`config.mk`:
```
export PLATFORM = sky130hd
export DESIGN_NAME = peak_search_top
export DESIGN_NICKNAME = d
export VERILOG_FILES = /design/src/verilog/peak_search_pkg.sv /design/src/verilog/mag_squared.sv /design/src/verilog/peak_detector.sv /design/src/verilog/peak_logger.sv /design/src/verilog/peak_search_top.sv
export SDC_FILE = /design/constraint.sdc
export NUM_CORES = 1
export LEC_CHECK = 0
export ABC_AREA = 1
export BUFFER_PORTS_ARGS = -buffer_cell sky130_fd_sc_hd__buf_2
export CAP_MARGIN = 20
export CORE_UTILIZATION = 45
export DETAILED_ROUTE_END_ITERATION = 6
export GPL_TIMING_DRIVEN = 0
export PLACE_DENSITY = 0.62
export SYNTH_ARGS = -nofsm -noshare
export SYNTH_HDL_FRONTEND = slang
export SYNTH_SLANG_ARGS = --single-unit
```
`constraint.sdc`:
```
create_clock -name clk_i -period 7.22 [get_ports clk_i]
set_input_delay 0.361 -clock clk_i [delete_from_list [all_inputs] [get_ports clk_i]]
set_output_delay 0.361 -clock clk_i [all_outputs]
set_load 0.005 [all_outputs]
```
`src/verilog/peak_search_pkg.sv`:
```
package peak_search_pkg;

    localparam int SAMPLE_W    = 12;  // Signed I and Q width.
    localparam int MAG_W       = 24;  // Magnitude and score width.
    localparam int INDEX_W     = 16;  // Wrapping peak index.

    // Detection shift runs 0 to 7.
    localparam int SHIFT_W     = 3;

    localparam int REF_GUARD_W = 8;   // Headroom for the left-shifted reference.

    typedef logic [MAG_W-1:0] mag_t;

    typedef struct packed {
        logic signed [SAMPLE_W-1:0] i;
        logic signed [SAMPLE_W-1:0] q;
    } iq_sample_t;

    // Valid only while evaluated is high.
    typedef struct packed {
        logic evaluated;
        logic detected;
        mag_t score;
    } det_result_t;

    typedef struct packed {
        logic [INDEX_W-1:0] index;
        mag_t               score;
    } peak_event_t;

endpackage

```
`src/verilog/mag_squared.sv`:
```
module mag_squared (
    input  logic                        clk_i,
    input  logic                        reset_ni,
    input  logic                        sample_valid_i,
    input  peak_search_pkg::iq_sample_t sample_i,
    output logic                        mag_valid_o,
    output peak_search_pkg::mag_t       mag_o
);
    import peak_search_pkg::*;

    logic signed [2*SAMPLE_W-1:0] i_sq;
    logic signed [2*SAMPLE_W-1:0] q_sq;
    mag_t                         sum_sq;

    // Full 12x12 signed products are exact.
    assign i_sq = sample_i.i * sample_i.i;
    assign q_sq = sample_i.q * sample_i.q;

    // Both squares are non-negative and their sum stays below 2**MAG_W.
    assign sum_sq = mag_t'(i_sq) + mag_t'(q_sq);

    always_ff @(posedge clk_i) begin
        if (!reset_ni) begin
            mag_valid_o <= 1'b0;
        end else begin
            mag_valid_o <= sample_valid_i;
        end
    end

    always_ff @(posedge clk_i) begin
        if (sample_valid_i) begin
            mag_o <= sum_sq;  // Held between samples.
        end
    end

endmodule

```
`src/verilog/peak_detector.sv`:
```
module peak_detector #(
    parameter int WINDOW_LEN = 8
) (
    input  logic                                clk_i,
    input  logic                                reset_ni,
    input  logic                                mag_valid_i,
    input  peak_search_pkg::mag_t               mag_i,
    input  peak_search_pkg::mag_t               noise_limit_i,
    input  logic [peak_search_pkg::SHIFT_W-1:0] detection_shift_i,
    output peak_search_pkg::det_result_t        det_o
);
    import peak_search_pkg::*;

    localparam int LOG_LEN = $clog2(WINDOW_LEN);
    localparam int SUM_W   = MAG_W + LOG_LEN;
    localparam int REF_W   = SUM_W + REF_GUARD_W;
    localparam int CNT_W   = LOG_LEN + 1;
    localparam int K_W     = SHIFT_W + 2;  // Signed, holds -7 to 6.

    localparam logic [CNT_W-1:0] CNT_FULL = CNT_W'(WINDOW_LEN);

    if (WINDOW_LEN < 2 || WINDOW_LEN > 64 ||
        (WINDOW_LEN & (WINDOW_LEN - 1)) != 0) begin : g_len_check
        $error("peak_detector: WINDOW_LEN must be a power of two from 2 to 64");
    end

    mag_t                  win_q [WINDOW_LEN];
    logic [SUM_W-1:0]      sum_q;
    logic [CNT_W-1:0]      warm_cnt_q;
    logic                  warm_full;
    logic signed [K_W-1:0] k_shift;
    logic [K_W-1:0]        shift_amt;
    logic [REF_W-1:0]      sum_ext;
    logic [REF_W-1:0]      ref_level;
    logic                  hit;
    logic                  evaluated_q;
    logic                  detected_q;
    mag_t                  score_q;

    // Window holds WINDOW_LEN earlier magnitudes.
    assign warm_full = (warm_cnt_q == CNT_FULL);

    assign k_shift   = K_W'(LOG_LEN) - K_W'(detection_shift_i);
    assign shift_amt = (k_shift > 0) ? k_shift : -k_shift;
    assign sum_ext   = REF_W'(sum_q);

    // Positive k divides the sum, otherwise it is scaled up.
    always_comb begin
        if (k_shift > 0) begin
            ref_level = sum_ext >> shift_amt;
        end else begin
            ref_level = sum_ext << shift_amt;
        end
    end

    assign hit = (REF_W'(mag_i) > ref_level) && (mag_i > noise_limit_i);

    // Newest at 0, oldest at the far end.
    always_ff @(posedge clk_i) begin
        if (mag_valid_i) begin
            win_q[0] <= mag_i;
            for (int n = 1; n < WINDOW_LEN; n++) begin
                win_q[n] <= win_q[n-1];
            end
        end
    end

    always_ff @(posedge clk_i) begin
        if (!reset_ni) begin
            sum_q       <= '0;
            warm_cnt_q  <= '0;
            evaluated_q <= 1'b0;
        end else begin
            evaluated_q <= mag_valid_i && warm_full;
            if (mag_valid_i) begin
                if (warm_full) begin
                    // Oldest entry leaves as the new one enters.
                    sum_q <= sum_q + SUM_W'(mag_i) - SUM_W'(win_q[WINDOW_LEN-1]);
                end else begin
                    sum_q      <= sum_q + SUM_W'(mag_i);
                    warm_cnt_q <= warm_cnt_q + 1'b1;
                end
            end
        end
    end

    // Detection implies mag_i > ref_level, so the difference fits MAG_W.
    always_ff @(posedge clk_i) begin
        if (mag_valid_i) begin
            detected_q <= warm_full && hit;
            if (warm_full && hit) begin
                score_q <= mag_i - ref_level[MAG_W-1:0];
            end else begin
                score_q <= '0;
            end
        end
    end

    assign det_o = '{
        evaluated: evaluated_q,
        detected:  detected_q,
        score:     score_q
    };

endmodule

```
`src/verilog/peak_logger.sv`:
```
module peak_logger (
    input  logic                         clk_i,
    input  logic                         reset_ni,
    input  peak_search_pkg::det_result_t det_i,
    input  logic                         best_clear_i,
    output logic                         peak_strobe_o,
    output peak_search_pkg::peak_event_t peak_o,
    output logic                         best_valid_o,
    output peak_search_pkg::peak_event_t best_o
);
    import peak_search_pkg::*;

    logic [INDEX_W-1:0] index_q;
    logic               new_peak;
    logic               take_best;
    peak_event_t        cur_event;

    assign new_peak  = det_i.evaluated && det_i.detected;
    assign cur_event = '{index: index_q, score: det_i.score};

    // Strictly greater, so ties keep the earlier peak.
    assign take_best = new_peak &&
                       (!best_valid_o || best_clear_i || (det_i.score > best_o.score));

    always_ff @(posedge clk_i) begin
        if (!reset_ni) begin
            index_q       <= '0;
            peak_strobe_o <= 1'b0;
            best_valid_o  <= 1'b0;
        end else begin
            peak_strobe_o <= new_peak;
            if (det_i.evaluated) begin
                index_q <= index_q + 1'b1;  // Wraps.
            end
            if (take_best) begin
                best_valid_o <= 1'b1;
            end else if (best_clear_i) begin
                best_valid_o <= 1'b0;
            end
        end
    end

    always_ff @(posedge clk_i) begin
        if (new_peak) begin
            peak_o <= cur_event;
        end
        if (take_best) begin
            best_o <= cur_event;
        end
    end

endmodule

```
`src/verilog/peak_search_top.sv`:
```
module peak_search_top #(
    parameter int WINDOW_LEN = 8
) (
    input  logic                                clk_i,
    input  logic                                reset_ni,
    input  logic                                sample_valid_i,
    input  peak_search_pkg::iq_sample_t         sample_i,
    input  peak_search_pkg::mag_t               noise_limit_i,
    input  logic [peak_search_pkg::SHIFT_W-1:0] detection_shift_i,
    input  logic                                best_clear_i,
    output logic                                peak_strobe_o,
    output peak_search_pkg::peak_event_t        peak_o,
    output logic                                best_valid_o,
    output peak_search_pkg::peak_event_t        best_o
);
    import peak_search_pkg::*;

    logic        mag_valid;
    mag_t        mag;
    det_result_t det;

    mag_squared u_mag_squared (
        .clk_i          (clk_i),
        .reset_ni       (reset_ni),
        .sample_valid_i (sample_valid_i),
        .sample_i       (sample_i),
        .mag_valid_o    (mag_valid),
        .mag_o          (mag)
    );

    peak_detector #(
        .WINDOW_LEN (WINDOW_LEN)
    ) u_peak_detector (
        .clk_i             (clk_i),
        .reset_ni          (reset_ni),
        .mag_valid_i       (mag_valid),
        .mag_i             (mag),
        .noise_limit_i     (noise_limit_i),
        .detection_shift_i (detection_shift_i),
        .det_o             (det)
    );

    peak_logger u_peak_logger (
        .clk_i         (clk_i),
        .reset_ni      (reset_ni),
        .det_i         (det),
        .best_clear_i  (best_clear_i),
        .peak_strobe_o (peak_strobe_o),
        .peak_o        (peak_o),
        .best_valid_o  (best_valid_o),
        .best_o        (best_o)
    );

endmodule
```
# --- Word-level counts from Yosys, hierarchy flattened ---
# Memories as Yosys holds them, arrays and structs flattened.
# Cells that the tools add are included.
totals:
  n_memories: 1
  output_inout_bits: 82
  latch_bits: 0
  rom_bits: 0
  mem_bits_rw: 192
  reg_bits: 180
  in_bits: 55
op_classes:
  bitwise_logic: 1
  n_reduce_logical: 10
  shifts: 2
  muxes: 7
  n_mul: 2
  magnitude_cmp: 4
  n_eq_ne: 1
  div_mod_pow: 0
  n_addsub: 8
memory_table:
  columns: ["memory", "words", "width", "rd", "rd_clocked_by_memory_dff", "write_ports", "line_no", "source"]
  rows:
  - ["u_peak_detector.win_q", 8, 24, 8, 0, 8, "peak_detector.sv:27", "mag_t win_q [WINDOW_LEN];"]
ops:
  columns: ["cell", "n"]
  rows:
  - ["24-bit greater-than comparator", 2]
  - ["12-bit by 12-bit multiplier with 24-bit output", 2]
  - ["24-bit by 35-bit greater-than comparator with 1-bit output", 1]
  - ["35-bit 2-to-1 mux", 1]
  - ["27-bit by 5-bit << shifter with 35-bit output", 1]
  - ["27-bit by 5-bit >> shifter with 35-bit output", 1]
  - ["27-bit by 24-bit adder with 27-bit output", 1]
  - ["27-bit 2-to-1 mux", 1]
  - ["27-bit by 24-bit subtractor with 27-bit output", 1]
  - ["24-bit adder", 1]
  - ["24-bit subtractor", 1]
  - ["16-bit by 1-bit adder with 16-bit output, second input constant", 1]
  - ["1-bit logical AND", 5]
  - ["5-bit 2-to-1 mux", 1]
  - ["4-bit negator with 5-bit output", 1]
  - ["4-bit by 1-bit adder with 4-bit output, second input constant", 1]
  - ["4-bit == test, second input constant", 1]
  - ["4-bit by 1-bit greater-than comparator with 1-bit output, second input constant", 1]
  - ["1-bit 2-to-1 mux", 4]
  - ["2-bit by 3-bit subtractor with 4-bit output, first input constant", 1]
  - ["1-bit logical OR", 2]
  - ["2-bit AND reduction", 1]
  - ["2-bit nonzero test", 1]
  - ["1-bit zero test", 1]
  - ["1-bit NOT", 1]

# --- Longest topological paths before layout ---
logic_depth:
  ltp_word: 8
  ltp_mapped: 29
  depth_no_buf: 27

# --- Cells and area by module ---
# Synthesis repeated with hierarchy kept, for this count alone.
unflattened:
  hier_cells: 3384
  area_unflattened_um2: 30466.7
by_module_without_submodules:
  columns: ["mod", "instances", "seq_area_each_um2", "area_per_inst_um2", "cells_per_inst"]
  rows:
  - ["peak_detector", 1, 7156.9, 15403.5, 1824]
  - ["mag_squared", 1, 740.7, 11163.2, 1260]
  - ["peak_logger", 1, 2762.6, 3900.0, 300]

# --- Least setup slack after synthesis ---
# OpenSTA, ideal clock, no wires.
synth_path:
  kind: "register to register"
  startpoint: "register u_mag_squared.mag_valid_o"
  endpoint: "register u_peak_detector.warm_cnt_q[3]"
  required_ns: 7.092
  period_less_slack_ns: 7.095
  setup_slack_ns: 0.125
  stages_incl_launch_ff: 9
  arrival_ns: 6.968
  path_cell_list: "dfxtp_1 buf_2 clkinv_1 nor2_2 clkinv_1 nor2_1 nand3_1 xor2_1 nor2_1"
synth_via:
  elab_chain_cells: 1
synth_rtl:
  columns: ["item", "line_no", "source"]
  rows:
  - ["start, declared", "mag_squared.sv:6", "output logic mag_valid_o,"]
  - ["start signal, assigned", "mag_squared.sv:26", "mag_valid_o <= sample_valid_i;"]
  - ["2-bit AND reduction (no line)", null, null]
  - ["end signal, assigned", "peak_detector.sv:81", "warm_cnt_q <= warm_cnt_q + 1'b1;"]
  - ["end, declared", "peak_detector.sv:29", "logic [CNT_W-1:0] warm_cnt_q;"]
# No other way between the ends.
# A chain may end at the register's enable or synchronous reset.

# --- Final worst setup path ---
layout_path:
  startpoint: "input sample_i[11] (netlist name)"
  endpoint: "register u_mag_squared.mag_o[18] (data pin)"
layout_via:
  elab_chain_cells: 2
layout_rtl:
  columns: ["item", "line_no", "source"]
  rows:
  - ["start, declared", "peak_search_top.sv:7", "input peak_search_pkg::iq_sample_t sample_i,"]
  - ["12-bit by 12-bit multiplier with 24-bit output", "mag_squared.sv:17", "assign q_sq = sample_i.q * sample_i.q;"]
  - ["24-bit adder", "mag_squared.sv:20", "assign sum_sq = mag_t'(i_sq) + mag_t'(q_sq);"]
  - ["via u_mag_squared.sum_sq[18]", "mag_squared.sv:13", "mag_t sum_sq;"]
  - ["end signal, assigned", "mag_squared.sv:32", "mag_o <= sum_sq;"]
  - ["end, declared", "mag_squared.sv:7", "output peak_search_pkg::mag_t mag_o"]
# The timed path passes the listed nets, and every way through them passes these cells.

==> flow_summary.json <==
{
  "grt-ovfl-total": 0,
  "nNetsFinal": 3864,
  "final_cell_mix": "663 x inv_1, 579 x nand2_1, 321 x edfxtp_1, 286 x fa_1, 214 x ha_1",
  "cts_buffers": 38,
  "io_pins": 137,
  "path_common_cell": "fa_1",
  "layout_commonest_cell": "inv_1",
  "dr.pass1.iters": 7,
  "route.detailed.drc": 1,
  "netlist-cell-type-count": 55,
  "min_from": "best_clear_i",
  "cts_hold_buffers": 0,
  "timing.final.crit_share": 0.952,
  "critPathSlowestCell": "fa_1",
  "htreeDepth": 2,
  "worstPathCellList": "buf_2 -> clkbuf_1 -> nand2_1 -> fa_1 -> inv_1 -> fa_1 -> fa_1 -> fa_1 -> fa_1 -> fa_1 -> inv_1 -> fa_1 -> inv_1 -> ha_1 -> nand2_1 -> nor3_1 -> inv_1 -> nor3_1 -> nand2_1 -> nand3_1 -> a31oi_1 -> o21ai_0 -> xor2_1",
  "relSlewSlack": 0.402,
  "fmax_mhz": 145,
  "outcome": "finished with violations",
  "drv_slew": 0,
  "tightestPinTransition_ns": 0.897,
  "clkTransAtPathRegs_ns": 0.06,
  "syn-num-nets": 3684,
  "setup_slack_ns": 0.345,
  "synth_area_mm2": 0.0293,
  "synth_area_leaders": "edfxtp_1 33%, fa_1 20%, ha_1 9.1%, inv_1 8.5%, nand2_1 7.4%",
  "finalHoldViolCount": 0,
  "grt_util_all_layers": 0.234,
  "place_hpwl_um": 61900,
  "fin_crit_ns": 6.88,
  "cp_num_cells": 23,
  "dpl_worst_slack_ns": -0.230,
  "clock_latency_ns": 0.57,
  "setup_viol": 0,
  "initial_core_util": 0.455,
  "crit_type": "in -> reg",
  "start_kind": "input port",
  "reg2reg_from": "u_mag_squared.mag_o[0]",
  "cts-root-buf": "clkbuf_16",
  "syn_inst": 3129,
  "cts_resized": 0,
  "worst_hold_path_type": "in -> reg",
  "crit_arrival_ns": 7.17,
  "clk_path_buf_depth": 3,
  "cts_tree": "built",
  "die_h_um": 257,
  "critPathBufInv": 6,
  "vias_per_cell": 5.10,
  "rows": 93,
  "drt-total-wl_um": 75400,
  "numClockSinks": 372,
  "die_w_um": 257,
  "yosysTopAreaCellShare": 0.329,
  "die-area_mm2": 0.0662,
  "synth-seq-cells": 372,
  "yosysWarnings": 0,
  "grt_pass1_vias": 21200,
  "finalWeightedCongestion": 0.954,
  "syn2layout_area_growth_pct": 10.5,
  "antennaDiodeCount": 0,
  "synth_top_area_cell": "edfxtp_1",
  "grt_antenna_before_repair": 0,
  "drv_cap": 0,
  "vias": 21400,
  "rr_worst_depth": 21,
  "critical-path-max-stage-delay_ns": 0.90,
  "holdPathStages": 3,
  "grt_start_max_net_pins": 75,
  "post_drt_wl_per_cell_um": 18.0,
  "setup_tns_ns": 0,
  "worstReg2RegEnd": "u_peak_detector.sum_q[17]",
  "rsz0062_at_grt": "no",
  "drive_gt1_frac": 0.0800,
  "whs_endpoint": "u_peak_logger.best_valid_o",
  "required_ns": 7.52,
  "synth-seq-area-share": 0.364,
  "r2r_slack_ns": 2.79,
  "path_max_fanout": 10,
  "portBuffers": 135,
  "synth_edf_count": 321,
  "end_kind": "flop",
  "finalClockSkew_ns": 0.0176,
  "post_cts_buffers": 0,
  "drtIter0Drc": 1680,
  "critPathTopFamily": "adder cells",
  "violations": "design-rule violations",
  "avgSynthCellArea_um2": 9.37,
  "coreArea_mm2": 0.0645,
  "synth-main-ff-cell": "edfxtp_1",
  "ant_nets": 0,
  "fin_util": 0.502,
  "async_flop_share": 0,
  "grt_first_pass_wirelength_um": 119000
}
==> area by class of cell <==
class                   count  area [um^2]
plain buffers              70          322
clock buffers              49         1030
clock inverters            18          154
fillers                  6184        32100
inverters                 672         2520
multi-input cells        2015        15800
flip-flops and latches    372        10700
well taps                 855         1070
repair buffers            140          798
==> stage by stage <==
stage | hold slack (ns) | cells | area [um^2]
finish | 0.210 | 4191 | 32400
global route | 0.216 | 4191 | 32400
global placement | 0.401 | 4119 | 31100
detailed placement | 0.405 | 4124 | 31200
floorplan | 0.400 | 3129 | 29300
CTS | 0.201 | 4191 | 32400
==> registers in the layout, summed over array words and instances (netlist names) <==
register	count
u_mag_squared.mag_o	24
u_mag_squared.mag_valid_o	1
u_peak_detector.detected_q	1
u_peak_detector.evaluated_q	1
u_peak_detector.score_q	24
u_peak_detector.sum_q	27
u_peak_detector.warm_cnt_q	4
u_peak_detector.win_q	192
u_peak_logger.best_o	40
u_peak_logger.best_valid_o	1
u_peak_logger.index_q	16
u_peak_logger.peak_o	40
u_peak_logger.peak_strobe_o	1
==> synthesized netlist by cell type (5+ instances only) <==
cell / n
a211oi_1: 5
a21o_1: 12
a21oi_1: 178
a31oi_1: 11
buf_2: 13
clkbuf_1: 48
dfxtp_1: 51
edfxtp_1: 321
fa_1: 286
ha_1: 214
inv_1: 664
mux2i_1: 7
nand2_1: 579
nand3_1: 108
nand3b_1: 5
nand4_1: 23
nor2_1: 175
nor2_2: 21
nor3_1: 30
nor4_1: 6
o211ai_1: 12
o21a_1: 11
o21ai_0: 155
o21ai_1: 12
o21bai_1: 15
o22ai_1: 6
or2_2: 11
xnor2_1: 34
xor2_1: 59
==> cell families (layout without fill, tap and decap cells) <==
| logic type | after synthesis | count (layout) | share of synthesized area |
|---|---|---|---|
| compound gates | 445 | 445 | 0.0849 |
| xor+xnor | 93 | 93 | 0.0278 |
| fa+ha+maj | 500 | 500 | 0.287 |
| buf+inv | 742 | 949 | 0.0970 |
| flops | 372 | 372 | 0.364 |
| mux | 7 | 7 | 0.00239 |
| simple gates | 970 | 970 | 0.138 |
==> per-layer routing <==
layer,routed length [um],vias to the layer above,track usage
met5,0,-,0
met4,2110,0,0.0693
met3,3760,104,0.0183
met2,35200,599,0.389
met1,34300,10300,0.328
li1,-,10400,-
==> worst register-to-register path, cell delays in order (launching register included) <==
cell,delay [ns]
edfxtp_1,0.60
ha_1,0.37
fa_1,0.42
nand3_1,0.11
nand2_1,0.10
nand2_1,0.08
nand2_1,0.14
nand2_1,0.12
nor2_1,0.04
nor2_1,0.11
xor2_1,0.33
inv_1,0.08
ha_1,0.37
a21oi_1,0.25
o21ai_0,0.16
a21oi_1,0.22
nand3_1,0.22
or2_2,0.33
nand3_1,0.09
nand3_1,0.09
nand2_1,0.06
inv_1,0.06
==> how the worst max path moves through the flow <==
stage | to | slack [ns] | from
floorplan | u_peak_detector.warm_cnt_q[3] | 0.12 | u_mag_squared.mag_valid_o
global placement | u_peak_detector.sum_q[11] | -3.01 | u_mag_squared.mag_valid_o
detailed placement | u_mag_squared.mag_o[18] | -0.23 | sample_i[11]
CTS | u_mag_squared.mag_o[18] | 0.33 | sample_i[11]
global route | u_mag_squared.mag_o[18] | 0.02 | sample_i[11]
finish | u_mag_squared.mag_o[18] | 0.34 | sample_i[11]
Power is left out: the tool's default activity adds up to more than one toggle a clock period on the data nets, which glitch-free logic cannot reach.
